`src/lsu_pkg.sv`:
```
package lsu_pkg;

  // funct3 encodings shared by loads and stores
  typedef enum logic [2:0] {
    OP_B  = 3'b000,  // LB / SB
    OP_H  = 3'b001,  // LH / SH
    OP_W  = 3'b010,  // LW / SW
    OP_BU = 3'b100,  // LBU
    OP_HU = 3'b101   // LHU
  } lsu_op_e;

  typedef enum logic [2:0] {
    REG_NONE,
    REG_MEM,
    REG_LEDR,
    REG_LEDG,
    REG_HEX_LO,
    REG_HEX_HI,
    REG_SW
  } lsu_region_e;

  localparam logic [31:0] MEM_START   = 32'h0000_2000;
  localparam logic [31:0] MEM_END     = 32'h0000_3FFF;
  localparam logic [31:0] LEDR_START  = 32'h0000_7000;
  localparam logic [31:0] LEDR_END    = 32'h0000_700F;
  localparam logic [31:0] LEDG_START  = 32'h0000_7010;
  localparam logic [31:0] LEDG_END    = 32'h0000_701F;
  localparam logic [31:0] HEX_LO_ADDR = 32'h0000_7020;  // Digits 0 to 3
  localparam logic [31:0] HEX_HI_ADDR = 32'h0000_7024;  // Digits 4 to 7
  localparam logic [31:0] SW_START    = 32'h0000_7800;
  localparam logic [31:0] SW_END      = 32'h0000_780F;

  localparam int DATA_W     = 32;
  localparam int LANES      = 4;
  localparam int LEDR_W     = 17;
  localparam int LEDG_W     = 8;
  localparam int SW_W       = 10;
  localparam int HEX_DIGITS = 8;
  localparam int HEX_SEG_W  = 7;

endpackage

```
`src/lsu_bus_if.sv`:
```
`timescale 1ns/1ps

interface lsu_bus_if #(
  parameter int MEM_WORDS = 256
);
  import lsu_pkg::*;

  localparam int IDX_W = $clog2(MEM_WORDS);

  lsu_region_e         region;
  lsu_op_e             op;
  logic [1:0]          offset;    // Byte offset within the word
  logic [IDX_W-1:0]    word_idx;  // Memory word index, aliased
  logic [LANES-1:0]    byte_en;   // Already gated by the write enable
  logic [DATA_W-1:0]   wdata;
  logic                wren;

  modport decode_mp (output region, op, offset, word_idx, byte_en, wdata, wren);
  modport mem_mp    (input word_idx, byte_en, wdata, region);
  modport io_mp     (input region, byte_en, wdata, wren);
  modport load_mp   (input region, op, offset, wren);

endinterface

```
`src/lsu_load_format.sv`:
```
`timescale 1ns/1ps

module lsu_load_format (
  lsu_bus_if.load_mp                 bus,
  input  logic [lsu_pkg::DATA_W-1:0] i_mem_rdata,
  input  logic [lsu_pkg::DATA_W-1:0] i_io_rdata,
  output logic [lsu_pkg::DATA_W-1:0] o_ld_data
);
  import lsu_pkg::*;

  logic [DATA_W-1:0] src_word;
  logic [DATA_W-1:0] shifted;

  assign src_word = (bus.region == REG_MEM) ? i_mem_rdata : i_io_rdata;
  assign shifted  = src_word >> {bus.offset, 3'b000};  // Addressed byte to lane 0

  always_comb begin
    o_ld_data = '0;
    if (!bus.wren) begin
      case (bus.region)
        REG_MEM, REG_HEX_LO, REG_HEX_HI: begin
          case (bus.op)
            OP_B:  o_ld_data = {{(DATA_W-8){shifted[7]}}, shifted[7:0]};
            OP_BU: o_ld_data = {{(DATA_W-8){1'b0}}, shifted[7:0]};
            OP_H: begin
              if (bus.offset != 2'd3) o_ld_data = {{(DATA_W-16){shifted[15]}}, shifted[15:0]};
            end
            OP_HU: begin
              if (bus.offset != 2'd3) o_ld_data = {{(DATA_W-16){1'b0}}, shifted[15:0]};
            end
            OP_W: begin
              if (bus.offset == 2'd0) o_ld_data = shifted;
            end
            default: o_ld_data = '0;
          endcase
        end
        REG_LEDR, REG_LEDG, REG_SW: o_ld_data = src_word;  // Already zero extended
        default:                    o_ld_data = '0;
      endcase
    end
  end

endmodule

```
`src/flat_wrapper.sv`:
```
// flat-port wrapper written by rule: the top's interface ports become plain ports
module lsu_load_format_flat import lsu_pkg::*;
  (i_mem_rdata, i_io_rdata, o_ld_data, bus_region, bus_op, bus_offset, bus_wren);
  lsu_bus_if bus_i ();
  input  logic [lsu_pkg::DATA_W-1:0] i_mem_rdata;
  input  logic [lsu_pkg::DATA_W-1:0] i_io_rdata;
  output logic [lsu_pkg::DATA_W-1:0] o_ld_data;
  input wire logic [$bits(bus_i.region)-1:0] bus_region;
  input wire logic [$bits(bus_i.op)-1:0] bus_op;
  input wire logic [$bits(bus_i.offset)-1:0] bus_offset;
  input wire logic [$bits(bus_i.wren)-1:0] bus_wren;
  assign bus_i.region = bus_region;
  assign bus_i.op = bus_op;
  assign bus_i.offset = bus_offset;
  assign bus_i.wren = bus_wren;
  lsu_load_format u_core (.bus(bus_i), .i_mem_rdata(i_mem_rdata), .i_io_rdata(i_io_rdata), .o_ld_data(o_ld_data));
endmodule
```
`config.mk`:
```
export PLATFORM = sky130hd
export DESIGN_NAME = lsu_load_format_flat
export DESIGN_NICKNAME = d
export VERILOG_FILES = /design/src/lsu_pkg.sv /design/src/lsu_bus_if.sv /design/src/lsu_load_format.sv /design/src/flat_wrapper.sv
export SDC_FILE = /design/constraint.sdc
export NUM_CORES = 1
export LEC_CHECK = 0
export BUFFER_PORTS_ARGS = -buffer_cell sky130_fd_sc_hd__buf_2
export CORE_AREA = 2 2 82 84
export DETAILED_ROUTE_END_ITERATION = 8
export DIE_AREA = 0 0 84 86
export GPL_ROUTABILITY_DRIVEN = 0
export PLACE_DENSITY = 0.62
export SLEW_MARGIN = 20
export SYNTH_ARGS = -nofsm -noshare
export SYNTH_HDL_FRONTEND = slang
export SYNTH_SLANG_ARGS = --single-unit
```
`constraint.sdc`:
```
create_clock -name vclk -period 2.2
set_input_delay 0.33 -clock vclk [all_inputs]
set_output_delay 0.33 -clock vclk [all_outputs]
set_load 0.01 [all_outputs]
```
# Word level (Yosys, flattened, before mapping)
# Index checks and enable logic that the tools add are counted.
# op_classes
bitwise,0
n_shift,1
n_mul,0
eq_ne,11
addsub,0
div,0
magnitude_cmp,0
n_mux,7
n_reduce_logical,4
# ops
op,count
32-bit case mux with 5 select lines,1
32-bit two-way mux,4
32-bit case mux with 2 select lines,1
32-bit by 5-bit right shift with 32-bit output,1
16-bit two-way mux,1
"3-bit == test, second input constant",5
"3-bit by 2-bit == test with 1-bit output, second input constant",3
"3-bit by 1-bit == test with 1-bit output, second input constant",2
3-bit OR reduction,2
3-bit logical NOT,1
2-bit logical NOT,1
"2-bit inequality test, second input constant",1
# word_totals
mem_bits_rw,0
output_inout_bits,32
wordCells,23
regBits,0
mem_bits_ro,0
latch_bits,0
mem_count,0

# Logic depth before layout (Yosys ltp)
# logic_depth
depth_word,7
depth_mapped,7

# Worst setup path after synthesis
# Ideal clock, no wire load.
# synth_timing
path_type,input port to output port
startpoint,in bus_region[2]
endpoint,out o_ld_data[16] in the netlist's numbering
setup_slack_ns,-0.129
required_ns,1.870
t_arrival_ns,1.999
cell_stages,7
n_path_buf,3
cell_sequence,nor3b_1 -> buf_2 -> mux4_1 -> or4_1 -> buf_6 -> buf_8 -> o221ai_1
# synth_via
elab_chain_len,7
word_cells_on_any_way,15
# synth_lines
item,line_no,text
"start, declared",flat_wrapper.sv:8,input wire logic [$bits(bus_i.region)-1:0] bus_region;
3-bit by 1-bit == test with 1-bit output,"lsu_load_format.sv:14, lsu_load_format.sv:20",
32-bit two-way mux,lsu_load_format.sv:14,assign src_word = (bus.region == REG_MEM) ? i_mem_rdata : i_io_rdata;
32-bit by 5-bit right shift with 32-bit output,lsu_load_format.sv:15,"assign shifted = src_word >> {bus.offset, 3'b000};"
"32-bit two-way mux, on equally long branches","lsu_load_format.sv:32, lsu_load_format.sv:26",
32-bit case mux with 5 select lines,lsu_load_format.sv:22,case (bus.op)
32-bit case mux with 2 select lines (*),lsu_load_format.sv:20,case (bus.region)
32-bit two-way mux (*),lsu_load_format.sv:19,if (!bus.wren) begin
"end, declared",flat_wrapper.sv:7,output logic [lsu_pkg::DATA_W-1:0] o_ld_data;
# Mark *: on every way between the ends. The rest lies on a longest branch, timed or not.

# Worst setup path after layout
# layout_timing
startpoint,in bus_region[2]
endpoint,out o_ld_data[28] in the netlist's numbering
# The elaborated chain is that of the path after synthesis.

==> flow_metrics.tcl <==
set metrics [dict create \
    violations "negative setup slack" \
    endpoint_kind "output pin" \
    slew_viol_final 0 \
    fin_crit_ns 2.46 \
    ant_nets 0 \
    core_mm2 0.00628 \
    port_buffers 105 \
    die_h_um 86 \
    drive_gt1_share_pct 74.0 \
    crit_fanout 8 \
    avgSynthCellArea_um2 8.83 \
    ir_drop_v 0.0000807 \
    synth-seq-area-share_pct 0 \
    pwr-share-seq_pct 0 \
    die_w_um 84 \
    grt_pass1_wl_mm 10.7 \
    swShare_pct 47.0 \
    num_rows 29 \
    hold_start "i_io_rdata[5]" \
    num_vias 2149 \
    n_antenna_cell 0 \
    worstMarginPinSlew_ns 0.461 \
    finalWirelength_mm 7.16 \
    pwr-share-clk_pct 0 \
    finalInstanceArea_mm2 0.00285 \
    fmax_mhz 406 \
    die-area_mm2 0.00722 \
    hold_slack_ns 0.999 \
    syn_area_mm2 0.00153 \
    period_share_pct 112 \
    p_leak_nw 1.21 \
    wire_per_inst_um 18.3 \
    nets 390 \
    finalHoldViolCount 0 \
    setup.worst_path.start "bus_region[2]" \
    areaGrowthSynthToFinish_pct 86.5 \
    via_per_inst 5.48 \
    synth_top_cell_by_area "mux4_2" \
    combinationalPowerShare_pct 100.0 \
    cp_cell_sequence "buf_8 -> nor3b_4 -> mux4_2 -> or4_4 -> buf_12 -> o211ai_1 -> buf_2" \
    antenna_found_initial 0 \
    finalNonFillerCells 392 \
    dr.pass1.iters 4 \
    hold_class "input pin to output pin" \
    slowest_stage "mux4_2" \
    grt_max_degree 17 \
    power.switching_w 0.000239 \
    cp-start-kind "input pin" \
    seq_cells 0 \
    drc_errors 0 \
    place_ws_ns -0.414 \
    status "finished with violations" \
    fillerInstances 617 \
    globalRoute.totalOverflow 0 \
    required_ns 1.87 \
    first_iter_violations 115 \
    p_per_area_mw_per_mm2 179 \
    rsz0062_at_grt "yes" \
    finalSetupViolCount 31 \
    cpPeakStageDelay_ns 0.53 \
    dp.cells 377 \
    placed_area_mm2 0.00244 \
    power.internal_w 0.000269 \
    yosys_warnings 0 \
    regArea_um2 0 \
    dp_hpwl_mm 5.29 \
    ys_types 39 \
    max-cap-violations 0 \
    synth_area_leaders "mux4_2 (22%), mux2i_1 (8.5%), a22oi_1 (7.9%), mux2_2 (6.6%), nand3b_1 (4.9%)" \
    synth.top_cell.area_share_pct 22.1 \
    start_util_pct 24.3 \
    setup_slack_ns -0.262 \
    grt_pass1_vias 2129 \
    maxSlewHeadroom_pct 69.3 \
    worst_ep_arrival_time_ns 2.13 \
    ios 105 \
    gr-usage-all-layers_pct 18.0 \
    synth_nets 246 \
    critical_path_class "input pin to output pin" \
    netlist_instances 173 \
    nClkBuffers 0 \
]
==> per-stage QoR <==
| step | TNS [ns] | power [W] | util, % |
|---|---|---|---|
| finish | -6.30 | 0.000509 | 45.4 |
| CTS | -6.88 | 0.000469 | 42.2 |
| global route | -8.65 | 0.000547 | 45.4 |
| detailed placement | -11.08 | 0.000435 | 38.9 |
| floorplan | -1.01 | 0.000228 | - |
| global placement | -10.14 | 0.000427 | 38.9 |
==> layout by cell type, fill, tap and decap left out, types with 4 or more instances in the layout <==
cell      count
a22oi_2      13
o211ai_1      7
or3_1        10
buf_12        4
mux2i_1      10
mux2_2        9
buf_6         5
nand2_2       4
nand2_1       4
o221ai_2      7
buf_2       102
nand3b_1     10
a41oi_2       7
a21oi_1       9
buf_4        42
nand2b_1     10
mux4_2       16
nand3_1       7
==> critical path, delay by kind of cell <==
| family | cells | cell delay (ns) |
|---|---|---|
| AOI/OAI and AO/OA | 1 | 0.08 |
| and+or+nand+nor | 2 | 0.75 |
| muxes | 1 | 0.53 |
| buffers and inverters | 3 | 0.43 |
==> power groups by stage <==
stage / Clock [W] / Sequential (W) / Combinational (W)
after floorplan: 0 / 0 / 0.000228
after global placement: 0 / 0 / 0.000427
after detailed placement: 0 / 0 / 0.000435
after CTS: 0 / 0 / 0.000469
after global routing: 0 / 0 / 0.000547
final: 0 / 0 / 0.000509
==> metal layers <==
metal | vias to the layer above | global-route usage (%) | part of all wire (%)
li1 | 1024 | - | -
met1 | 1008 | 23.7 | 40
met2 | 110 | 32.6 | 51
met3 | 7 | 1.73 | 7.8
met4 | 0 | 2.79 | 0.98
met5 | - | 0 | 0
==> worst paths after layout <==
kind	end	slack (ns)	cells past startpoint
max	o_ld_data[28]	-0.26	7
min	o_ld_data[5]	1.0	4
==> cells in the mapped netlist (2+ instances only) <==
master	n
a22oi_1	16
mux4_2	15
mux2i_1	13
nand2b_1	10
nand3b_1	10
or3_1	10
a21oi_1	9
mux2_2	9
nand2_1	8
a41oi_1	7
buf_2	7
nand3_1	7
o211ai_1	7
o221ai_1	7
clkbuf_1	6
o211ai_2	3
buf_6	2
nor2_1	2
nor4_1	2
o21a_1	2
or2b_1	2
or4_1	2
==> cell type report <==
cell class	count	area (µm²)	area share (%)
multi-input combinational	155	1650	57.9
timing repair buffer	159	1100	38.6
tap	77	96.3	3.38
inverter	1	3.75	0.132
==> timing repair <==
action / CTS / global route
pin swaps: 20 / 10
gates resized for setup: 23 / 28
cloned: 3 / 1
endpoints found under the setup margin: 31 / 31
buffers inserted: 2 / 10
hold buffers: 0 / 0
==> cell families after synthesis <==
kind of cell	Yosys count	share of synthesized area, %
AO/OA/AOI/OAI	58	30.3
buffers and inverters	18	6.71
multiplexers	38	39.0
AND/OR/NAND/NOR	59	24.0
(Power assumes the default switching activity.)
