==> config.mk <==
export PLATFORM = sky130hd
export DESIGN_NAME = lsu_access_decode_flat
export DESIGN_NICKNAME = d
export VERILOG_FILES = /design/src/lsu_pkg.sv /design/src/lsu_bus_if.sv /design/src/lsu_access_decode.sv /design/src/flat_wrapper.sv
export SDC_FILE = /design/constraint.sdc
export NUM_CORES = 1
export LEC_CHECK = 0
export ABC_AREA = 1
export BUFFER_PORTS_ARGS = -buffer_cell sky130_fd_sc_hd__buf_2
export CORE_MARGIN = 4
export CORE_UTILIZATION = 35
export DETAILED_ROUTE_END_ITERATION = 8
export PLACE_DENSITY = 0.76
export SLEW_MARGIN = 30
export SYNTH_ARGS = -nofsm -noshare
export SYNTH_HDL_FRONTEND = slang
export SYNTH_SLANG_ARGS = --single-unit
==> constraint.sdc <==
create_clock -name vclk -period 1.52
set_input_delay 0.152 -clock vclk [all_inputs]
set_output_delay 0.152 -clock vclk [all_outputs]
set_load 0.02 [all_outputs]
==> src/lsu_pkg.sv <==
package lsu_pkg;

  // funct3 encodings shared by loads and stores
  typedef enum logic [2:0] {
    OP_B  = 3'b000,  // LB / SB
    OP_H  = 3'b001,  // LH / SH
    OP_W  = 3'b010,  // LW / SW
    OP_BU = 3'b100,  // LBU
    OP_HU = 3'b101   // LHU
  } lsu_op_e;

  typedef enum logic [2:0] {
    REG_NONE,
    REG_MEM,
    REG_LEDR,
    REG_LEDG,
    REG_HEX_LO,
    REG_HEX_HI,
    REG_SW
  } lsu_region_e;

  localparam logic [31:0] MEM_START   = 32'h0000_2000;
  localparam logic [31:0] MEM_END     = 32'h0000_3FFF;
  localparam logic [31:0] LEDR_START  = 32'h0000_7000;
  localparam logic [31:0] LEDR_END    = 32'h0000_700F;
  localparam logic [31:0] LEDG_START  = 32'h0000_7010;
  localparam logic [31:0] LEDG_END    = 32'h0000_701F;
  localparam logic [31:0] HEX_LO_ADDR = 32'h0000_7020;  // Digits 0 to 3
  localparam logic [31:0] HEX_HI_ADDR = 32'h0000_7024;  // Digits 4 to 7
  localparam logic [31:0] SW_START    = 32'h0000_7800;
  localparam logic [31:0] SW_END      = 32'h0000_780F;

  localparam int DATA_W     = 32;
  localparam int LANES      = 4;
  localparam int LEDR_W     = 17;
  localparam int LEDG_W     = 8;
  localparam int SW_W       = 10;
  localparam int HEX_DIGITS = 8;
  localparam int HEX_SEG_W  = 7;

endpackage

==> src/lsu_bus_if.sv <==
`timescale 1ns/1ps

interface lsu_bus_if #(
  parameter int MEM_WORDS = 256
);
  import lsu_pkg::*;

  localparam int IDX_W = $clog2(MEM_WORDS);

  lsu_region_e         region;
  lsu_op_e             op;
  logic [1:0]          offset;    // Byte offset within the word
  logic [IDX_W-1:0]    word_idx;  // Memory word index, aliased
  logic [LANES-1:0]    byte_en;   // Already gated by the write enable
  logic [DATA_W-1:0]   wdata;
  logic                wren;

  modport decode_mp (output region, op, offset, word_idx, byte_en, wdata, wren);
  modport mem_mp    (input word_idx, byte_en, wdata, region);
  modport io_mp     (input region, byte_en, wdata, wren);
  modport load_mp   (input region, op, offset, wren);

endinterface

==> src/lsu_access_decode.sv <==
`timescale 1ns/1ps

module lsu_access_decode #(
  parameter int MEM_WORDS = 256
) (
  input  logic [31:0]               i_lsu_addr,
  input  logic                      i_lsu_wren,
  input  lsu_pkg::lsu_op_e          i_funct3,
  input  logic [lsu_pkg::DATA_W-1:0] i_st_data,
  lsu_bus_if.decode_mp              bus
);
  import lsu_pkg::*;

  localparam int IDX_W = $clog2(MEM_WORDS);

  lsu_region_e      region;
  logic [1:0]       offset;
  logic [LANES-1:0] lanes;
  logic             lane_region;

  assign offset = i_lsu_addr[1:0];

  // Address map lookup
  always_comb begin
    region = REG_NONE;
    if (i_lsu_addr >= MEM_START && i_lsu_addr <= MEM_END) begin
      region = REG_MEM;
    end else if (i_lsu_addr >= LEDR_START && i_lsu_addr <= LEDR_END) begin
      region = REG_LEDR;
    end else if (i_lsu_addr >= LEDG_START && i_lsu_addr <= LEDG_END) begin
      region = REG_LEDG;
    end else if (i_lsu_addr[31:2] == HEX_LO_ADDR[31:2]) begin
      region = REG_HEX_LO;
    end else if (i_lsu_addr[31:2] == HEX_HI_ADDR[31:2]) begin
      region = REG_HEX_HI;
    end else if (i_lsu_addr >= SW_START && i_lsu_addr <= SW_END) begin
      region = REG_SW;
    end
  end

  assign lane_region = (region == REG_MEM) || (region == REG_HEX_LO) ||
                       (region == REG_HEX_HI);

  // Lanes touched by the store, empty for illegal combinations
  always_comb begin
    case (i_funct3)
      OP_B:    lanes = LANES'(1) << offset;
      OP_H:    lanes = (offset <= 2'd2) ? (LANES'(3) << offset) : '0;
      OP_W:    lanes = (offset == 2'd0) ? '1 : '0;
      default: lanes = '0;  // BU/HU and unused codes are no stores
    endcase
  end

  assign bus.region   = region;
  assign bus.op       = i_funct3;
  assign bus.offset   = offset;
  assign bus.word_idx = i_lsu_addr[IDX_W+1:2];
  assign bus.wren     = i_lsu_wren;
  assign bus.byte_en  = (i_lsu_wren && lane_region) ? lanes : '0;

  // LED windows take the raw store data, byte-lane windows get it lane aligned
  assign bus.wdata    = lane_region ? (i_st_data << {offset, 3'b000}) : i_st_data;

endmodule

==> src/flat_wrapper.sv <==
// flat-port wrapper written by rule: the top's interface ports become plain ports
module lsu_access_decode_flat import lsu_pkg::*;
#(
  parameter int MEM_WORDS = 256
)
  (i_lsu_addr, i_lsu_wren, i_funct3, i_st_data, bus_region, bus_op, bus_offset, bus_word_idx, bus_byte_en, bus_wdata, bus_wren);
  lsu_bus_if #(.MEM_WORDS(MEM_WORDS)) bus_i ();
  input  logic [31:0] i_lsu_addr;
  input  logic i_lsu_wren;
  input  lsu_pkg::lsu_op_e i_funct3;
  input  logic [lsu_pkg::DATA_W-1:0] i_st_data;
  output wire logic [$bits(bus_i.region)-1:0] bus_region;
  output wire logic [$bits(bus_i.op)-1:0] bus_op;
  output wire logic [$bits(bus_i.offset)-1:0] bus_offset;
  output wire logic [$bits(bus_i.word_idx)-1:0] bus_word_idx;
  output wire logic [$bits(bus_i.byte_en)-1:0] bus_byte_en;
  output wire logic [$bits(bus_i.wdata)-1:0] bus_wdata;
  output wire logic [$bits(bus_i.wren)-1:0] bus_wren;
  assign bus_region = bus_i.region;
  assign bus_op = bus_i.op;
  assign bus_offset = bus_i.offset;
  assign bus_word_idx = bus_i.word_idx;
  assign bus_byte_en = bus_i.byte_en;
  assign bus_wdata = bus_i.wdata;
  assign bus_wren = bus_i.wren;
  lsu_access_decode #(.MEM_WORDS(MEM_WORDS)) u_core (.i_lsu_addr(i_lsu_addr), .i_lsu_wren(i_lsu_wren), .i_funct3(i_funct3), .i_st_data(i_st_data), .bus(bus_i));
endmodule
## Yosys cells after proc, flatten, opt, wreduce, memory -nomap -nowiden

Index checks and enable logic that the tools add are counted.

- Bits in registers: 0
- Output and inout bits: 53
- Input port bits: 68

- Order comparisons: 9
- Muxes and demuxes: 11
- Reduce and logical (&&, ||, !) cells: 9
- Shift operators: 3
- Eq/ne operators: 7

Operators with widths:

| cell | count |
|---|---|
| 32-bit by 15-bit greater-or-equal comparator with 1-bit output (second input constant) | 3 |
| 32-bit by 15-bit less-or-equal comparator with 1-bit output (second input constant) | 3 |
| 30-bit by 13-bit equality test with 1-bit output (second input constant) | 2 |
| 32-bit by 14-bit greater-or-equal comparator with 1-bit output (second input constant) | 1 |
| 32-bit by 14-bit less-or-equal comparator with 1-bit output (second input constant) | 1 |
| 32-bit two-way mux | 1 |
| 32-bit by 5-bit << shifter with 32-bit output | 1 |
| 3-bit two-way mux | 6 |
| 4-bit two-way mux | 3 |
| 4-bit one-hot mux with 3 select lines | 1 |
| 3-bit by 1-bit equality test with 1-bit output (second input constant) | 2 |
| 3-bit equality test (second input constant) | 2 |
| 1-bit logical AND | 5 |
| 1-bit by 2-bit << shifter with 4-bit output (first input constant) | 1 |
| 2-bit by 2-bit << shifter with 4-bit output (first input constant) | 1 |
| 3-bit by 2-bit equality test with 1-bit output (second input constant) | 1 |
| 3-bit logical NOT | 1 |
| 2-bit less-or-equal comparator (second input constant) | 1 |
| 2-bit logical NOT | 1 |
| 1-bit logical OR | 2 |

## Depth between registers and ports, before layout

- Depth in word-level cells: 13
- Mapped depth: 13
- Depth with buffers taken out: 12

## Worst setup path before layout

No wires, ideal clock.

- Path kind: input to output
- Start point: in i_lsu_addr[1]
- End point: out bus_byte_en[1]
- Arrival time: 1.482 ns
- Slack: -0.114 ns
- Buffers on the path: 2
- Stages on the path: 8
- Cell sequence: buf_2 > clkinv_1 > clkbuf_1 > ha_1 > nand2_1 > nor2_1 > a221oi_1 > nor2_1

- Word-level cells in the longest chain between the ends: 13

RTL lines:

| element | line | source |
|---|---|---|
| start, declared | flat_wrapper.sv:8 | `input logic [31:0] i_lsu_addr;` |
| 32-bit by 15-bit greater-or-equal comparator with 1-bit output / 32-bit by 15-bit less-or-equal comparator with 1-bit output (equally long branches) | lsu_access_decode.sv:36 | `end else if (i_lsu_addr >= SW_START && i_lsu_addr <= SW_END) begin` |
| 1-bit logical AND | lsu_access_decode.sv:36 |  |
| 3-bit two-way mux | lsu_access_decode.sv:36 |  |
| 3-bit two-way mux | lsu_access_decode.sv:34 | `end else if (i_lsu_addr[31:2] == HEX_HI_ADDR[31:2]) begin` |
| 3-bit two-way mux | lsu_access_decode.sv:32 | `end else if (i_lsu_addr[31:2] == HEX_LO_ADDR[31:2]) begin` |
| 3-bit two-way mux | lsu_access_decode.sv:30 | `end else if (i_lsu_addr >= LEDG_START && i_lsu_addr <= LEDG_END) begin` |
| 3-bit two-way mux | lsu_access_decode.sv:28 | `end else if (i_lsu_addr >= LEDR_START && i_lsu_addr <= LEDR_END) begin` |
| 3-bit two-way mux | lsu_access_decode.sv:26 | `if (i_lsu_addr >= MEM_START && i_lsu_addr <= MEM_END) begin` |
| 3-bit by 1-bit equality test with 1-bit output / 3-bit equality test (equally long branches) | lsu_access_decode.sv:41 | `assign lane_region = (region == REG_MEM) \|\| (region == REG_HEX_LO) \|\|` |
| 1-bit logical OR (2 in a row) | lsu_access_decode.sv:41 |  |
| 1-bit logical AND | lsu_access_decode.sv:59 | `assign bus.byte_en = (i_lsu_wren && lane_region) ? lanes : '0;` |
| 4-bit two-way mux (*) | lsu_access_decode.sv:59 |  |
| end, declared | flat_wrapper.sv:16 | `output wire logic [$bits(bus_i.byte_en)-1:0] bus_byte_en;` |

Mark *: on every way between the ends. The rest lies on a longest branch, timed or not.

## Worst setup path after layout

- Start point: in i_lsu_addr[0]
- End point: out bus_wdata[5]

- Word-level cells in the longest chain between the ends: 12

RTL lines:

| element | line | source |
|---|---|---|
| 32-bit by 15-bit greater-or-equal comparator with 1-bit output / 32-bit by 15-bit less-or-equal comparator with 1-bit output (equally long branches) | lsu_access_decode.sv:36 |  |
| 1-bit logical AND | lsu_access_decode.sv:36 |  |
| 3-bit two-way mux | lsu_access_decode.sv:36 |  |
| 3-bit two-way mux | lsu_access_decode.sv:34 |  |
| 3-bit two-way mux | lsu_access_decode.sv:32 |  |
| 3-bit two-way mux | lsu_access_decode.sv:30 |  |
| 3-bit two-way mux | lsu_access_decode.sv:28 |  |
| 3-bit two-way mux | lsu_access_decode.sv:26 |  |
| 3-bit by 1-bit equality test with 1-bit output / 3-bit equality test (equally long branches) | lsu_access_decode.sv:41 |  |
| 1-bit logical OR (2 in a row) | lsu_access_decode.sv:41 |  |
| 32-bit two-way mux (*) | lsu_access_decode.sv:62 | `assign bus.wdata = lane_region ? (i_st_data << {offset, 3'b000}) : i_st_data;` |
| end, declared | flat_wrapper.sv:17 | `output wire logic [$bits(bus_i.wdata)-1:0] bus_wdata;` |

Marked as above.

==> results.json <==
{
  "synth_nets": 375,
  "synth.avg_cell_area_um2": 5.03,
  "synthMuxAreaShare": 0,
  "min_to": "bus_word_idx[7]",
  "globalplace.congestion": 0.870,
  "fmax_mhz": 512,
  "violations": "negative setup slack",
  "hold-worst-slack_ns": 0.535,
  "wl_per_cell_um": 15.6,
  "dr.first_iter.drc_count": 144,
  "path_class": "input port to output port",
  "synth_compound_area_frac": 0.167,
  "grtUsageTotal": 0.229,
  "min_path_cells": 2,
  "vias": 2558,
  "drc_errors": 0,
  "tightest_slew_ns": 0.386,
  "yosys.area_share.adder": 0.0580,
  "crit_path_end_kind": "output port",
  "synth_area_um2": 1510,
  "finalPower_w": 0.000662,
  "rsz0062_at_grt": "yes",
  "critical_path.max_fanout": 8,
  "yosys.area_share.simple": 0.578,
  "die-area_um2": 5430,
  "most-common-layout-cells": "buf_2 (77), nand2_1 (63), buf_6 (48)",
  "seq_area_um2": 0,
  "p_leak_nw": 1.54,
  "status": "finished with violations",
  "relSlewSlack": 0.742,
  "routed_via_density": 5.32,
  "layout_commonest_cell": "buf_2",
  "drive_gt1_frac": 0.573,
  "wl_um": 7480,
  "fin_util": 0.735,
  "antenna_found_initial": 0,
  "ios": 121,
  "setup_tns_ns": -14.22,
  "drv_cap": 0,
  "grt_pass1_vias": 2370,
  "grt-ovfl-total": 0,
  "grt_max_degree": 37,
  "seq_cell_count": 0,
  "dp_worst_setup_slack_ns": -0.381,
  "ant_nets": 0,
  "final_nets": 508,
  "synth_top_family_by_area": "simple AND/OR/NAND/NOR gates",
  "period_needed_ns": 1.95,
  "setup_viol": 39,
  "yosysWarnings": 0,
  "grt_pass1_wl_um": 10200,
  "hold_violations": 0,
  "fin_crit_sh": 1.28,
  "placementRows": 23,
  "dp_hpwl_um": 4510,
  "seq_area_frac_synth": 0,
  "slew_violations": 0,
  "drt_first_pass_iters": 5,
  "start_kind": "input port",
  "start_util": 0.369,
  "synth_xor_area_frac": 0,
  "die_y_um": 73.7,
  "yosysUniqueCellTypes": 27,
  "hp-start": "i_lsu_addr[9]",
  "netlist_instances": 300,
  "setup_slack_ns": -0.432,
  "die_x_um": 73.7,
  "syn2layout_area_growth_pct": 99.0,
  "peakVddDrop_mv": 0.129,
  "antenna_cells": 0,
  "power_density_nw_per_um2": 220,
  "clock_buffers": 0,
  "core_um2": 4090,
  "hp-class": "input port to output port",
  "io_buffers": 121,
  "arrival_ns": 1.80,
  "worstPathRequired_ns": 1.37
}
==> metrics by stage <==
step,instance area (µm²),cells
2_1_floorplan,1570,300
3_3_place_gp,2220,464
3_5_place_dp,2220,464
4_1_cts,2720,478
5_1_grt,3000,481
6_report,3000,481
==> cell usage after synthesis <==
master / count / area (µm²)
ha_1: 7 / 87.6
or2_1: 1 / 6.26
buf_4: 18 / 135
nand3_1: 32 / 160
o32ai_1: 8 / 70.1
nand2_1: 91 / 342
o21ai_0: 16 / 80.1
nor2_2: 3 / 18.8
o21ai_1: 2 / 10.0
and2_2: 1 / 7.51
o211ai_1: 8 / 60.1
clkbuf_1: 6 / 22.5
nor2_4: 2 / 22.5
nand3b_1: 2 / 15.0
nand3_2: 1 / 10.0
clkinv_1: 2 / 7.51
a21oi_1: 1 / 5.00
nor2_1: 53 / 199
inv_1: 27 / 101
buf_2: 1 / 5.00
a221oi_1: 3 / 26.3
nand2_4: 1 / 11.3
inv_2: 1 / 3.75
nand4_1: 2 / 12.5
or2_2: 8 / 50.1
nand3_4: 1 / 17.5
buf_6: 2 / 22.5
==> report_power, final <==
group	total, W	internal, W	switching, W
logic	0.000662	0.000296	0.000365
registers	0	0	0
clock network	0	0	0
==> layer usage <==
metal / up-vias / global-route usage / routed length (µm)
met2: 167 / 0.450 / 4040
met4: 0 / 0.0443 / 184
met3: 20 / 0.0315 / 826
met5: - / 0 / 0
li1: 1222 / - / -
met1: 1149 / 0.257 / 2430
==> critical path: stages <==
cell	delay [ns]
buf_2	0.11
ha_2	0.20
nand3_1	0.10
nand2_1	0.07
nand3_1	0.16
nor2_4	0.07
a21oi_2	0.17
nand3_4	0.15
buf_12	0.17
nand3_4	0.14
nand2_2	0.06
inv_1	0.06
buf_2	0.16
==> worst max-delay path by stage <==
stage / startpoint / endpoint / slack (ns) / depth (start not counted)
2_1_floorplan: i_lsu_addr[29] / bus_wdata[12] / 0.004 / 12
3_3_place_gp: i_lsu_addr[0] / bus_wdata[26] / -0.35 / 12
3_5_place_dp: i_lsu_addr[0] / bus_byte_en[2] / -0.38 / 7
4_1_cts: i_lsu_addr[0] / bus_wdata[25] / -0.26 / 13
5_1_grt: i_lsu_addr[25] / bus_wdata[2] / -0.48 / 14
6_report: i_lsu_addr[0] / bus_wdata[5] / -0.43 / 13
==> cells by family after synthesis <==
| family | after synthesis |
|---|---|
| buffers and inverters | 57 |
| adder cells (fa/ha/maj) | 7 |
| AO/OA/AOI/OAI | 38 |
| AND/OR/NAND/NOR | 198 |
==> area by class of cell <==
type | instances | area [µm²]
multi-input combinational | 244 | 1550
fill | 312 | 1080
inverter | 30 | 118
tap | 50 | 62.6
timing repair buffer | 157 | 1270
==> repair_timing <==
action | 4_1_cts | 5_1_grt
pin swaps | 26 | 25
setup buffers | 12 | 3
hold buffers | 0 | 0
cloned | 2 | 0
setup endpoints to repair | 37 | 39
resized for setup | 99 | 67
(Power assumes the default switching activity.)
