### src/lsu_pkg.sv
package lsu_pkg;

  // funct3 encodings shared by loads and stores
  typedef enum logic [2:0] {
    OP_B  = 3'b000,  // LB / SB
    OP_H  = 3'b001,  // LH / SH
    OP_W  = 3'b010,  // LW / SW
    OP_BU = 3'b100,  // LBU
    OP_HU = 3'b101   // LHU
  } lsu_op_e;

  typedef enum logic [2:0] {
    REG_NONE,
    REG_MEM,
    REG_LEDR,
    REG_LEDG,
    REG_HEX_LO,
    REG_HEX_HI,
    REG_SW
  } lsu_region_e;

  localparam logic [31:0] MEM_START   = 32'h0000_2000;
  localparam logic [31:0] MEM_END     = 32'h0000_3FFF;
  localparam logic [31:0] LEDR_START  = 32'h0000_7000;
  localparam logic [31:0] LEDR_END    = 32'h0000_700F;
  localparam logic [31:0] LEDG_START  = 32'h0000_7010;
  localparam logic [31:0] LEDG_END    = 32'h0000_701F;
  localparam logic [31:0] HEX_LO_ADDR = 32'h0000_7020;  // Digits 0 to 3
  localparam logic [31:0] HEX_HI_ADDR = 32'h0000_7024;  // Digits 4 to 7
  localparam logic [31:0] SW_START    = 32'h0000_7800;
  localparam logic [31:0] SW_END      = 32'h0000_780F;

  localparam int DATA_W     = 32;
  localparam int LANES      = 4;
  localparam int LEDR_W     = 17;
  localparam int LEDG_W     = 8;
  localparam int SW_W       = 10;
  localparam int HEX_DIGITS = 8;
  localparam int HEX_SEG_W  = 7;

endpackage

### src/lsu_bus_if.sv
`timescale 1ns/1ps

interface lsu_bus_if #(
  parameter int MEM_WORDS = 256
);
  import lsu_pkg::*;

  localparam int IDX_W = $clog2(MEM_WORDS);

  lsu_region_e         region;
  lsu_op_e             op;
  logic [1:0]          offset;    // Byte offset within the word
  logic [IDX_W-1:0]    word_idx;  // Memory word index, aliased
  logic [LANES-1:0]    byte_en;   // Already gated by the write enable
  logic [DATA_W-1:0]   wdata;
  logic                wren;

  modport decode_mp (output region, op, offset, word_idx, byte_en, wdata, wren);
  modport mem_mp    (input word_idx, byte_en, wdata, region);
  modport io_mp     (input region, byte_en, wdata, wren);
  modport load_mp   (input region, op, offset, wren);

endinterface

### src/lsu_io_regs.sv
`timescale 1ns/1ps

module lsu_io_regs (
  input  logic                                            i_clk,
  input  logic                                            i_rst,
  lsu_bus_if.io_mp                                        bus,
  input  logic [lsu_pkg::SW_W-1:0]                        i_io_sw,
  output logic [lsu_pkg::LEDR_W-1:0]                      o_io_ledr,
  output logic [lsu_pkg::LEDG_W-1:0]                      o_io_ledg,
  output logic [lsu_pkg::HEX_DIGITS*lsu_pkg::HEX_SEG_W-1:0] o_io_hex,
  output logic [lsu_pkg::DATA_W-1:0]                      o_rdata
);
  import lsu_pkg::*;

  localparam int BYTE_W = DATA_W / LANES;

  logic [BYTE_W-1:0] digit_q [HEX_DIGITS];
  logic [SW_W-1:0]   sw_q;
  logic [DATA_W-1:0] hex_lo_word;
  logic [DATA_W-1:0] hex_hi_word;

  always_ff @(posedge i_clk or negedge i_rst) begin
    if (!i_rst) begin
      o_io_ledr <= '0;
      o_io_ledg <= '0;
      sw_q      <= '0;
      for (int i = 0; i < HEX_DIGITS; i++) begin
        digit_q[i] <= '0;
      end
    end else begin
      sw_q <= i_io_sw;  // Sampled every cycle
      if (bus.wren && bus.region == REG_LEDR) o_io_ledr <= bus.wdata[LEDR_W-1:0];
      if (bus.wren && bus.region == REG_LEDG) o_io_ledg <= bus.wdata[LEDG_W-1:0];
      for (int i = 0; i < LANES; i++) begin
        if (bus.region == REG_HEX_LO && bus.byte_en[i]) begin
          digit_q[i] <= bus.wdata[i*BYTE_W +: BYTE_W];
        end
        if (bus.region == REG_HEX_HI && bus.byte_en[i]) begin
          digit_q[LANES+i] <= bus.wdata[i*BYTE_W +: BYTE_W];
        end
      end
    end
  end

  always_comb begin
    for (int i = 0; i < LANES; i++) begin
      hex_lo_word[i*BYTE_W +: BYTE_W] = digit_q[i];
      hex_hi_word[i*BYTE_W +: BYTE_W] = digit_q[LANES+i];
    end
  end

  always_comb begin
    case (bus.region)
      REG_HEX_LO: o_rdata = hex_lo_word;
      REG_HEX_HI: o_rdata = hex_hi_word;
      REG_LEDR:   o_rdata = DATA_W'(o_io_ledr);
      REG_LEDG:   o_rdata = DATA_W'(o_io_ledg);
      REG_SW:     o_rdata = DATA_W'(sw_q);
      default:    o_rdata = '0;
    endcase
  end

  // Segment outputs drop the top bit of each digit byte
  for (genvar g = 0; g < HEX_DIGITS; g++) begin : g_hex
    assign o_io_hex[g*HEX_SEG_W +: HEX_SEG_W] = digit_q[g][HEX_SEG_W-1:0];
  end

endmodule

### src/flat_wrapper.sv
// flat-port wrapper written by rule: the top's interface ports become plain ports
module lsu_io_regs_flat import lsu_pkg::*;
  (i_clk, i_rst, i_io_sw, o_io_ledr, o_io_ledg, o_io_hex, o_rdata, bus_region, bus_byte_en, bus_wdata, bus_wren);
  lsu_bus_if bus_i ();
  input  logic i_clk;
  input  logic i_rst;
  input  logic [lsu_pkg::SW_W-1:0] i_io_sw;
  output logic [lsu_pkg::LEDR_W-1:0] o_io_ledr;
  output logic [lsu_pkg::LEDG_W-1:0] o_io_ledg;
  output logic [lsu_pkg::HEX_DIGITS*lsu_pkg::HEX_SEG_W-1:0] o_io_hex;
  output logic [lsu_pkg::DATA_W-1:0] o_rdata;
  input wire logic [$bits(bus_i.region)-1:0] bus_region;
  input wire logic [$bits(bus_i.byte_en)-1:0] bus_byte_en;
  input wire logic [$bits(bus_i.wdata)-1:0] bus_wdata;
  input wire logic [$bits(bus_i.wren)-1:0] bus_wren;
  assign bus_i.region = bus_region;
  assign bus_i.byte_en = bus_byte_en;
  assign bus_i.wdata = bus_wdata;
  assign bus_i.wren = bus_wren;
  lsu_io_regs u_core (.i_clk(i_clk), .i_rst(i_rst), .bus(bus_i), .i_io_sw(i_io_sw), .o_io_ledr(o_io_ledr), .o_io_ledg(o_io_ledg), .o_io_hex(o_io_hex), .o_rdata(o_rdata));
endmodule
### config.mk
export PLATFORM = sky130hd
export DESIGN_NAME = lsu_io_regs_flat
export DESIGN_NICKNAME = d
export VERILOG_FILES = /design/src/lsu_pkg.sv /design/src/lsu_bus_if.sv /design/src/lsu_io_regs.sv /design/src/flat_wrapper.sv
export SDC_FILE = /design/constraint.sdc
export NUM_CORES = 1
export LEC_CHECK = 0
export BUFFER_PORTS_ARGS = -buffer_cell sky130_fd_sc_hd__buf_2
export CAP_MARGIN = 0
export CORE_ASPECT_RATIO = 1.2
export CORE_MARGIN = 3
export CORE_UTILIZATION = 54
export DETAILED_ROUTE_END_ITERATION = 12
export GPL_ROUTABILITY_DRIVEN = 0
export PLACE_DENSITY = 0.85
export SLEW_MARGIN = 10
export SYNTH_ARGS = -nofsm -noshare
export SYNTH_HDL_FRONTEND = slang
export SYNTH_SLANG_ARGS = --single-unit
### constraint.sdc
create_clock -name i_clk -period 1.8 [get_ports i_clk]
set_input_delay 0.18 -clock i_clk [delete_from_list [all_inputs] [get_ports i_clk]]
set_output_delay 0.18 -clock i_clk [all_outputs]
set_load 0.01 [all_outputs]
* Yosys cells after proc, flatten, opt, wreduce, memory -nomap -nowiden *
Cells that the tools add are included.

cells by class
  equality and inequality tests = 5
  muxes and demuxes = 1
  reductions and logical operators = 10

operators by type and width
  operator            count
  $pmux 32 s5         1
  $logic_and 1x1->1   10
  $eq 3x3->1 const B  3
  $eq 3x2->1 const B  2

storage, ports and cells
  register bits after elaboration = 99
  input port bits = 52

* Longest topological paths before layout *
Gate-level depths: netlist of run 1.

  word-level depth = 2
  depth in mapped cells = 6
  mapped depth without buffers = 3

* Worst setup path after synthesis of run 1 *
No wires, ideal clock.

  kind = in2reg
  start point = input port bus_region[0]
  end point = register u_core.o_io_ledr[10] (netlist bit)
  data required time = 1675 ps
  stages on the path = 6
  path buffers = 3
  arrival = 1331 ps
  slack = 344 ps
  setup time = 125 ps
  path through = buf_2 -> nor3b_4 -> and2_4 -> buf_8 -> buf_12 -> mux2_4

between the ends
  cells in the longest elaborated chain, start to end = 2

ends and longest elaborated chain
  what                  line                RTL
  from (decl)           flat_wrapper.sv:12  input wire logic [$bits(bus_i.region)-1:0] bus_region;
  $eq 3x2->1            lsu_io_regs.sv:32   if (bus.wren && bus.region == REG_LEDR) o_io_ledr <= bus.wdata[LEDR_W-1:0];
  $logic_and 1x1->1     lsu_io_regs.sv:32
  to (signal assigned)  lsu_io_regs.sv:32
  to (decl)             lsu_io_regs.sv:8    output logic [lsu_pkg::LEDR_W-1:0] o_io_ledr,

No other way between the ends.
A chain may end at the register's enable or synchronous reset.

* Worst setup path after layout of run 1 *
  start point = input port bus_region[0]
  end point = output port o_rdata[6] (netlist bit)

between the ends
  cells in the longest elaborated chain, start to end = 2
  elaborated cells between the ends (all ways) = 6
  classes of those cells = 5 x eq/ne; 1 x mux

ends and longest elaborated chain
  what                                      line                RTL
  $eq 3x3->1 or $eq 3x2->1 (tied branches)  lsu_io_regs.sv:53   case (bus.region)
  $pmux 32 s5 (*)                           lsu_io_regs.sv:53
  to (decl)                                 flat_wrapper.sv:11  output logic [lsu_pkg::DATA_W-1:0] o_rdata;

Mark *: on every way between the ends. The rest lies on a longest branch, timed or not.

==> results of run 1 <==
logic make-up (layout without fill, tap and decap cells):
family | after synthesis | in the layout
muxes | 123 | 123
DFF | 99 | 99
buffers and inverters | 75 | 201
and+or+nand+nor | 48 | 48
AOI/OAI and AO/OA | 25 | 25
synth_stat cells:
| master | number |
|---|---|
| buf_8 | 1 |
| nor2b_1 | 3 |
| nand3_2 | 4 |
| buf_2 | 7 |
| nand2_1 | 7 |
| mux2i_1 | 34 |
| o21ai_0 | 7 |
| or2b_1 | 2 |
| nand4b_1 | 1 |
| nor2_1 | 23 |
| nor3b_2 | 1 |
| mux2_2 | 79 |
| nor3b_4 | 1 |
| buf_12 | 1 |
| buf_1 | 3 |
| a22o_1 | 8 |
| a221o_1 | 8 |
| nand2b_1 | 1 |
| mux2_4 | 10 |
| buf_4 | 59 |
| clkbuf_1 | 4 |
| dfrtp_1 | 99 |
| and2_1 | 4 |
| and2_4 | 1 |
| o22ai_1 | 2 |
worst min path at each step:
stage | from | to | slack, ns | depth (start not counted)
after floorplan | i_rst | u_core.digit_q[15] | -0.12 | 0
after global placement | i_rst | u_core.o_io_hex[23] | 0.10 | 1
after CTS | bus_wdata[26] | u_core.o_io_hex[23] | 0.04 | 2
after detailed placement | i_rst | u_core.o_io_hex[51] | 0.11 | 1
final | bus_wdata[29] | u_core.o_io_hex[54] | 0.06 | 2
after global routing | bus_wdata[28] | u_core.o_io_hex[53] | 0.05 | 2
cell type report:
type | count | area (um^2) | share of cell area [%]
clock buffer | 12 | 145 | 2.53
clock inverter | 4 | 97.6 | 1.70
multi-input combinational | 196 | 1840 | 32.1
sequential | 99 | 2480 | 43.1
tap | 117 | 146 | 2.55
timing repair buffer | 185 | 1030 | 18.0
metrics by stage:
step	hold slack, ns	util [%]
2_1_floorplan	-0.116	-
3_3_place_gp	0.102	62.3
3_5_place_dp	0.110	62.3
4_1_cts	0.0440	66.4
5_1_grt	0.0468	66.4
6_report	0.0622	66.4
routing by layer:
metal,vias to the layer above,wire [um],share of wire (%)
li1,1480,-,-
met1,1602,4540,40
met2,168,5480,49
met3,33,853,7.6
met4,0,345,3.1
met5,-,0,0
sequential cells by signal, summed over array words and instances (netlist names):
register	cells
u_core.o_io_ledr	17
u_core.o_io_hex	56
u_core.o_io_ledg	8
u_core.digit_q	8
u_core.sw_q	10
power groups by stage:
| stage | Combinational, mW | Sequential (mW) | Clock [mW] |
|---|---|---|---|
| after detailed placement | 1.67 | 3.06 | 0 |
| after global placement | 1.63 | 3.03 | 0 |
| after floorplan | 1.28 | 3.03 | 0 |
| after CTS | 1.70 | 3.02 | 1.73 |
| after global routing | 1.83 | 3.09 | 1.82 |
| final | 1.68 | 3.02 | 1.70 |
==> summary.txt, run 1 <==
Global route
  • Met3 GRT Util: 4.59%
  • M1 GR Usage: ~28%
  • GRT Overall Usage: 22.2%
  • GRT overflow: 0
  • Largest net degree at the start of global routing: 53
  • First-pass GRT wire length: roughly 17 mm
  • Grt peak-use layer: met2
  • Met2 global-route usage: between 30% and 40%
  • Vias in the first global route: roughly 3,400
  • Initial antenna violation count: 0

Die
  • Initial core utilization: around 56%
  • Row Count: 37
  • Die Y: 110 um
  • Core ar.: 8660 um^2
  • Io pins: between 150 and 200
  • Die width: 92.6 um
  • Die ar.: 10,200 um^2

Pwr
  • Comb pwr share: 26.3%
  • Clock Power Share: 26.5%
  • Pint: 4.53 mW
  • Psw: 1.88 mW
  • VDD IR max: around 640 uV
  • Sw frac: about 30%
  • Seq pwr share: 47.2%
  • Power density over the cells: 1120 nW/um^2
  • Leakage Power: 2.86 nW
  • Total chip power: 6.41 mW

Logic synthesis
  • Mean Syn Cell Area: 13.1 um^2
  • Top cell type's share of synthesized area: 51.0%
  • Compound-cell area share of the yosys netlist: 4.07%
  • Largest family of logic cells by synthesized area: multiplexers
  • Ys Warns: 0
  • Post-synthesis mux area share: approximately 28%
  • Yosys reg bits: 99
  • Syn_nets: 422
  • Sequential-to-total area share from yosys stat: roughly 51%
  • Synthesized instance count: 370
  • Simple-Gate Fraction of Synth Area: 5.48%
  • Post-Syn Area: 4860 um^2
  • Top cells by area, synth: dfrtp_1 51%, mux2_2 18%, buf_4 9.1%, mux2i_1 7.0%, mux2_4 3.1%
  • Post-synth top area cell: dfrtp_1
  • XOR/XNOR Fraction of Synth Area: 0%
  • Post-synthesis adder-cell area fraction: 0%
  • Synth unique cells: 25

Critical path
  • Worst Setup EP: o_rdata[6]
  • Critical Path RT: 1.62 ns
  • Cell family with most CP delay: simple AND/OR/NAND/NOR gates
  • CP startpoint kind: input port
  • Setup CP Type: input port to output port
  • Crit path cell chain: buf_2 -> nor2b_1 -> a22o_1 -> a221o_1 -> buf_2
  • Critical path's largest stage delay: 0.63 ns
  • Slowest-stage cell, CP: nor2b_1
  • Worst Path Max Fanout: 10
  • Stages on the worst setup path: 5
  • CP Buf/Inv Count: 2
  • Worst reg2reg startpoint: u_core.o_io_ledg[5]
  • CP dominant cell by count: buf_2
  • R2R cell count: 1
  • CP startpoint: bus_region[0]
  • R2R Path End: u_core.o_io_ledg[5]
  • Reg2reg setup slack: slightly below 1 ns
  • CP Capture Type: output port
  • CP arrival: 1.58 ns

Final layout
  • Post-route cell area: ~5700 um^2
  • Number of inserted diodes: 0
  • Layout net count: 543
  • Synth-to-layout area growth: 18.2%
  • Fraction of layout cells with a size suffix above 1: 57.3%
  • Filler cell count: 650
  • Most frequent cells in the layout: 163 x buf_2, 99 x dfrtp_1, 79 x mux2_2
  • Layout Cells excl Fill: roughly 610
  • Most common cell after layout, fill and taps aside: buf_2

Drt
  • Vias: 3,283
  • Initial DRC count: approximately 130
  • First-pass iteration count of the detailed router: 4
  • DRC violations left: 0
  • WL final: 11.2 mm
  • Drt wl/cell: 18.3 um
  • Antenna-violating nets left: 0
  • Routed vias/inst: 5.36

Clocking
  • Clock Path Buffers: 2
  • Clock Pin Slew Worst Setup and Hold Paths: about 0.09 ns
  • CTS tree: yes
  • Post-CTS setup buffers: 0
  • Num CTS Buffers: 9
  • CTS sink count: 99
  • Resized Gates After CTS: 0
  • Worst skew pair latency: around 0.36 ns
  • CTS Root Cell: clkbuf_8
  • Cts hold-fix bufs: 11
  • Htree depth: 3

Min path
  • Hold WC Path Type: input port to flip-flop

Placed design
  • DP HPWL: 8.00 mm
  • Placed insts: 586
  • Setup WS pre-CTS: 0.0819 ns
  • DP Area: 5390 um^2
  • Buffers added on ports: 164

Status
  • Status: finished, final reports clean

Job
  • Max-cap violations: 0

Timing
  • FMAX: 0.567 GHz
  • Count of final max-slew check failures: 0
  • Final Skew: 0 ns
  • Slew HR: between 50% and 60%
  • Min Tclk post-route: 1.76 ns
  • Final Setup Violations: 0
  • Tightest Pin Transition: 0.731 ns
  • Final setup TNS: 0 ns
  • RSZ-0062 raised after global routing: no
  • Min setup slack post-route: 0.0370 ns
  • Period utilization: a little over nine tenths
  • Fin. Hold Viols: 0
Note: power is estimated with default switching activity, not from simulation.
==> run 2, diff against run 1 <==
--- a/config.mk
+++ b/config.mk
@@ -9,10 +9,10 @@
 export CAP_MARGIN = 0
 export CORE_ASPECT_RATIO = 1.2
 export CORE_MARGIN = 3
-export CORE_UTILIZATION = 54
+export CORE_UTILIZATION = 51
 export DETAILED_ROUTE_END_ITERATION = 12
 export GPL_ROUTABILITY_DRIVEN = 0
-export PLACE_DENSITY = 0.85
+export PLACE_DENSITY = 0.81
 export SLEW_MARGIN = 10
 export SYNTH_ARGS = -nofsm -noshare
 export SYNTH_HDL_FRONTEND = slang
==> constraint.sdc (replaced) <==
create_clock -name i_clk -period 1.66 [get_ports i_clk]
set_input_delay 0 -clock i_clk [delete_from_list [all_inputs] [get_ports i_clk]]
set_output_delay 0 -clock i_clk [all_outputs]
set_load 0.01 [all_outputs]
==> summary.txt, run 2 (synthesis results as in run 1) <==
Status
  • Status: finished, final reports clean

Timing
  • Fin. Hold Viols: 0 (unchanged)
  • Period utilization: 87.5%
  • FMAX: 0.689 GHz
  • Tightest Pin Transition: 0.790 ns (+0.0590 ns)
  • Final setup TNS: 0 ns (unchanged)
  • Slew HR: 47.2% (-3.9 points)
  • Min Tclk post-route: 1.45 ns
  • Final Skew: 0 ns (unchanged)
  • Final Setup Violations: 0 (unchanged)
  • Count of final max-slew check failures: 0 (unchanged)
  • RSZ-0062 raised after global routing: no

Drt
  • First-pass iteration count of the detailed router: 4 (unchanged)
  • Initial DRC count: 125 (-1.6%)
  • DRC violations left: 0 (unchanged)
  • Drt wl/cell: 18.4 um (+0.49%)
  • Antenna-violating nets left: 0 (unchanged)
  • WL final: 11.9 mm (+6.1%)
  • Routed vias/inst: 5.30 (-0.95%)
  • Vias: 3,432 (+4.5%)

Final layout
  • Fraction of layout cells with a size suffix above 1: 54.1% (-3.2 points)
  • Most frequent cells in the layout: 163 x buf_2, 99 x dfrtp_1, 79 x mux2_2
  • Synth-to-layout area growth: 23.8%
  • Max FFs per register: 56 (unchanged)
  • Most common cell after layout, fill and taps aside: buf_2
  • Number of inserted diodes: 0 (unchanged)
  • Post-route cell area: 6020 um^2 (+4.7%)
  • Layout net count: 575 (+5.9%)

Global route
  • GRT overflow: 0 (unchanged)
  • Initial antenna violation count: 0 (unchanged)
  • Largest net degree at the start of global routing: 48 (-9.4%)
  • Vias in the first global route: 3,661 (+7.4%)
  • GRT Overall Usage: 22.7% (+0.47 points)
  • First-pass GRT wire length: 18.5 mm (+7.1%)

Min path
  • Hold WC Path Type: input port to async pin

Die
  • Core ar.: 9180 um^2 (+6.0%)
  • Die width: 95.1 um (+2.7%)
  • Row Count: 38 (+2.7%)
  • Initial core utilization: 53.0% (-3.2 points)
  • Io pins: 165 (unchanged)
  • Die ar.: 10,700 um^2 (+5.5%)
  • Die Y: 113 um (+2.7%)

Clocking
  • Clock Pin Slew Worst Setup and Hold Paths: 0.09 ns (about the same)
  • Clock Path Buffers: 2 (unchanged)
  • CTS tree: yes
  • Num CTS Buffers: 9 (unchanged)
  • CTS Root Cell: clkbuf_8
  • CTS sink count: 99 (unchanged)
  • Cts hold-fix bufs: 43 (+32)
  • Post-CTS setup buffers: 0 (unchanged)
  • Worst skew pair latency: 0.37 ns (about the same)
  • Resized Gates After CTS: 0 (unchanged)
  • Htree depth: 3 (unchanged)

Critical path
  • CP startpoint kind: flip-flop
  • Critical Path RT: 1.66 ns (+0.04 ns)
  • CP Capture Type: output port
  • Worst Path Max Fanout: 3 (-7)
  • Setup CP Type: flip-flop to output port
  • CP arrival: 1.45 ns (-0.13 ns)

Placed design
  • DP Area: 5400 um^2 (about the same)
  • Buffers added on ports: 164 (unchanged)
  • DP HPWL: 8.00 mm (about the same)

Job
  • Max-cap violations: 0 (unchanged)

Pwr
  • VDD IR max: 787 uV (+23%)
  • Power density over the cells: 1120 nW/um^2 (+0.13%)
  • Leakage Power: 2.98 nW (+4.2%)
## run 2: cell count changes in the layout (fill, tap and decap cells not counted)
cell	change
dlygate4sd3_1	+32
clkinv_2	+3
bufinv_16	-2
clkbuf_1	-2
clkinv_4	+1
clkinvlp_4	-1
## run 2: final timing paths
| path | start | to | slack, ns | cells past startpoint |
|---|---|---|---|---|
| setup / recovery | u_core.o_io_hex[31] | o_rdata[3] | 0.21 | 3 |
| hold / removal | i_rst | u_core.o_io_hex[54] | 0.12 | 2 |
| setup reg to reg | u_core.o_io_hex[31] | u_core.o_io_hex[31] | 0.82 | 1 |
| hold reg to reg | u_core.digit_q[7] | u_core.digit_q[7] | 0.51 | 1 |
| max in group asynchronous | i_rst | u_core.o_io_ledr[2] | 0.89 | 3 |
| min in group i_clk | bus_byte_en[2] | u_core.o_io_hex[42] | 0.15 | 3 |
## run 2: layout make-up
class	instances	area (um^2)
Clock inverter	5	53.8
Timing Repair Buffer	217	1350
Multi-Input combinational cell	196	1840
Tap cell	120	150
Sequential cell	99	2480
Fill cell	675	3160
Clock buffer	10	138
## run 2: power by group
group	internal (mW)	leakage, nW	switching (mW)	total (mW)
clock	0.725	0.102	0.810	1.53
combinational	1.01	1.70	0.890	1.90
sequential	2.90	1.18	0.380	3.28
total	4.64	2.98	2.08	6.72
## run 2: worst max-delay path, stage by stage, from the launching register on
cell	delay [ns]
dfrtp_1	0.43
a22o_1	0.21
a221o_1	0.29
buf_2	0.15
## run 2: per-stage QoR
| stage | power [mW] | hold slack [ns] | std cells | utilization (%) | worst slack [ns] |
|---|---|---|---|---|---|
| 2_1_floorplan | 4.67 | -0.296 | 370 | - | 0.384 |
| 3_3_place_gp | 5.05 | -0.0273 | 589 | 58.8 | 0.223 |
| 3_5_place_dp | 5.14 | -0.0237 | 589 | 58.8 | 0.171 |
| 4_1_cts | 6.74 | 0.107 | 647 | 65.6 | 0.222 |
| 5_1_grt | 7.07 | 0.142 | 647 | 65.6 | 0.142 |
| 6_report | 6.72 | 0.116 | 647 | 65.6 | 0.208 |
## run 2: per-layer routing
| layer | track usage, % | up-vias | wire (um) |
|---|---|---|---|
| met2 | 38.5 | 177 | 5980 |
| met4 | 12.1 | 0 | 406 |
| met5 | 0 | - | 0 |
| li1 | - | 1543 | - |
| met3 | 5.78 | 38 | 825 |
| met1 | 25.9 | 1674 | 4690 |
==> run 3, diff against run 2 <==
--- a/config.mk
+++ b/config.mk
@@ -9,11 +9,11 @@
 export CAP_MARGIN = 0
 export CORE_ASPECT_RATIO = 1.2
 export CORE_MARGIN = 3
-export CORE_UTILIZATION = 51
+export CORE_UTILIZATION = 30
 export DETAILED_ROUTE_END_ITERATION = 12
 export GPL_ROUTABILITY_DRIVEN = 0
-export PLACE_DENSITY = 0.81
 export SLEW_MARGIN = 10
 export SYNTH_ARGS = -nofsm -noshare
 export SYNTH_HDL_FRONTEND = slang
 export SYNTH_SLANG_ARGS = --single-unit
+export TNS_END_PERCENT = 50
==> summary.txt, run 3 (synthesis results as in run 1) <==
Final layout
  • Number of inserted diodes: 0 (unchanged)
  • Most common cell after layout, fill and taps aside: buf_2
  • Max FFs per register: 56 (unchanged)
  • Most frequent cells in the layout: 163 x buf_2, 99 x dfrtp_1, 79 x mux2_2
  • Layout Cells excl Fill: 737 (+14%)
  • Fraction of layout cells with a size suffix above 1: 54.3% (+0.17 points)
  • Post-route cell area: 6280 um^2 (+4.3%)
  • Core Util, Final: 39.8% (-26 points)
  • Synth-to-layout area growth: 29.2%
  • Layout net count: 576 (+0.17%)

Critical path
  • CP startpoint kind: flip-flop
  • CP Capture Type: output port
  • Cell family with most CP delay: compound AO/OA/AOI/OAI gates
  • Critical Path RT: 1.66 ns (about the same)
  • Critical path's largest stage delay: 0.41 ns (-0.02 ns)
  • Slowest-stage cell, CP: dfrtp_1
  • Reg2reg setup slack: 0.86 ns (+0.04 ns)
  • Crit path cell chain: a22o_1 -> a221o_1 -> buf_2
  • Worst Path Max Fanout: 3 (unchanged)
  • Setup CP Type: flip-flop to output port
  • CP Buf/Inv Count: 1 (unchanged)
  • CP arrival: 1.41 ns (-0.04 ns)

Min path
  • Hold WC Path Type: input port to async pin

Drt
  • First-pass iteration count of the detailed router: 4 (unchanged)
  • Initial DRC count: 105 (-16%)
  • DR top layer: met5
  • DRC violations left: 0 (unchanged)
  • Met2 wire length: 5.67 mm (-5.1%)
  • WL final: 12.0 mm (+0.77%)
  • Drt wl/cell: 16.3 um (-12%)
  • WL met3: 711 um (-14%)
  • Vias: 3,380 (-1.5%)
  • Routed vias/inst: 4.59 (-14%)
  • Antenna-violating nets left: 0 (unchanged)
  • M1 wire length: 5.32 mm (+14%)

Clocking
  • CTS Root Cell: clkbuf_16
  • Htree depth: 3 (unchanged)
  • CTS tree: yes
  • Num CTS Buffers: 9 (unchanged)
  • CTS sink count: 99 (unchanged)
  • Clock Pin Slew Worst Setup and Hold Paths: 0.07 ns (-0.02 ns)
  • Clock Path Buffers: 2 (unchanged)
  • Worst skew pair latency: 0.34 ns (-0.03 ns)
  • Resized Gates After CTS: 0 (unchanged)

Die
  • Die Y: 145 um (+29%)
  • Die width: 122 um (+28%)
  • Core ar.: 15,800 um^2 (+72%)
  • Io pins: 165 (unchanged)
  • Die ar.: 17,800 um^2 (+65%)
  • Initial core utilization: 30.8% (-22 points)
  • Row Count: 50 (+32%)

Timing
  • Fin. Hold Viols: 0 (unchanged)
  • Tightest Pin Transition: 0.749 ns (-0.0406 ns)
  • Final Skew: 0 ns (unchanged)
  • FMAX: 0.707 GHz (+2.7%)
  • Period utilization: 85.2% (-2.3 points)
  • Count of final max-slew check failures: 0 (unchanged)
  • Final setup TNS: 0 ns (unchanged)
  • Final Setup Violations: 0 (unchanged)
  • Min Tclk post-route: 1.41 ns (-0.0377 ns)
  • RSZ-0062 raised after global routing: no
  • Slew HR: 49.9% (+2.7 points)
  • Min setup slack post-route: 0.246 ns (+0.0377 ns)

Pwr
  • Leakage Power: 3.04 nW (+2.1%)
  • VDD IR max: 531 uV (-32%)
  • Power density over the cells: 1190 nW/um^2 (+6.4%)

Global route
  • GRT Overall Usage: 13.8% (-8.9 points)
  • Initial antenna violation count: 1 (+1)
  • Vias in the first global route: 3,541 (-3.3%)
  • Largest net degree at the start of global routing: 54 (+13%)
  • GRT overflow: 0 (unchanged)
  • First-pass GRT wire length: 19.2 mm (+3.6%)

Placed design
  • Buffers added on ports: 164 (unchanged)
  • Placed insts: 678 (+15%)
  • DP Area: 5510 um^2 (+2.2%)
  • Setup WS pre-CTS: 0.116 ns (-0.0542 ns)
  • DP HPWL: 8.82 mm (+10%)

Status
  • Status: finished, final reports clean

Job
  • Max-cap violations: 0 (unchanged)
## run 3: cell count changes in the layout (fill, tap and decap cells not counted)
cell,change
inv_8,+1
clkbuf_16,+9
bufinv_16,+1
inv_6,+1
clkinvlp_4,+1
buf_4,+1
clkbuf_8,-9
clkinv_2,-3
## run 3: final cells by class
class | instances | area, um^2
clock buffers | 10 | 239
clock inverters | 6 | 96.3
fillers | 1526 | 9490
multi-input cells | 196 | 1840
flip-flops and latches | 99 | 2480
well taps | 208 | 260
repair buffers | 218 | 1360
## run 3: power breakdown
part | switching, mW | internal, mW | total (mW) | leakage [nW]
clock | 0.934 | 1.38 | 2.31 | 0.161
combinational | 0.866 | 1.01 | 1.88 | 1.70
sequential | 0.368 | 2.91 | 3.27 | 1.18
total | 2.17 | 5.30 | 7.46 | 3.04
## run 3: layer usage
layer / GRT usage, % / vias up
met1: 17.9 / 1686
met4: 5.99 / 2
met2: 21.7 / 119
li1: - / 1553
met3: 3.42 / 20
met5: 0 / -
## run 3: worst paths after layout
path                                      from                  end  cells past startpoint
setup reg to reg           u_core.o_io_hex[40]  u_core.o_io_hex[40]                      1
setup / recovery           u_core.o_io_hex[34]           o_rdata[6]                      3
min in group i_clk              bus_byte_en[0]  u_core.o_io_hex[34]                      3
hold / removal                           i_rst  u_core.o_io_ledg[6]                      2
hold reg to reg             u_core.digit_q[47]   u_core.digit_q[47]                      1
max in group asynchronous                i_rst  u_core.o_io_hex[44]                      3
## run 3: what timing repair did
action                                 4_1_cts  5_1_grt
setup buffers                                0        0
endpoints found under the hold margin      198        0
hold buffers                                43        0
## run 3: through the flow
step | hold slack (ns) | power (mW)
floorplan | -0.296 | 4.67
global placement | -0.0975 | 5.09
detailed placement | -0.0937 | 5.15
CTS | 0.0637 | 7.61
global route | 0.0841 | 7.91
finish | 0.0776 | 7.46
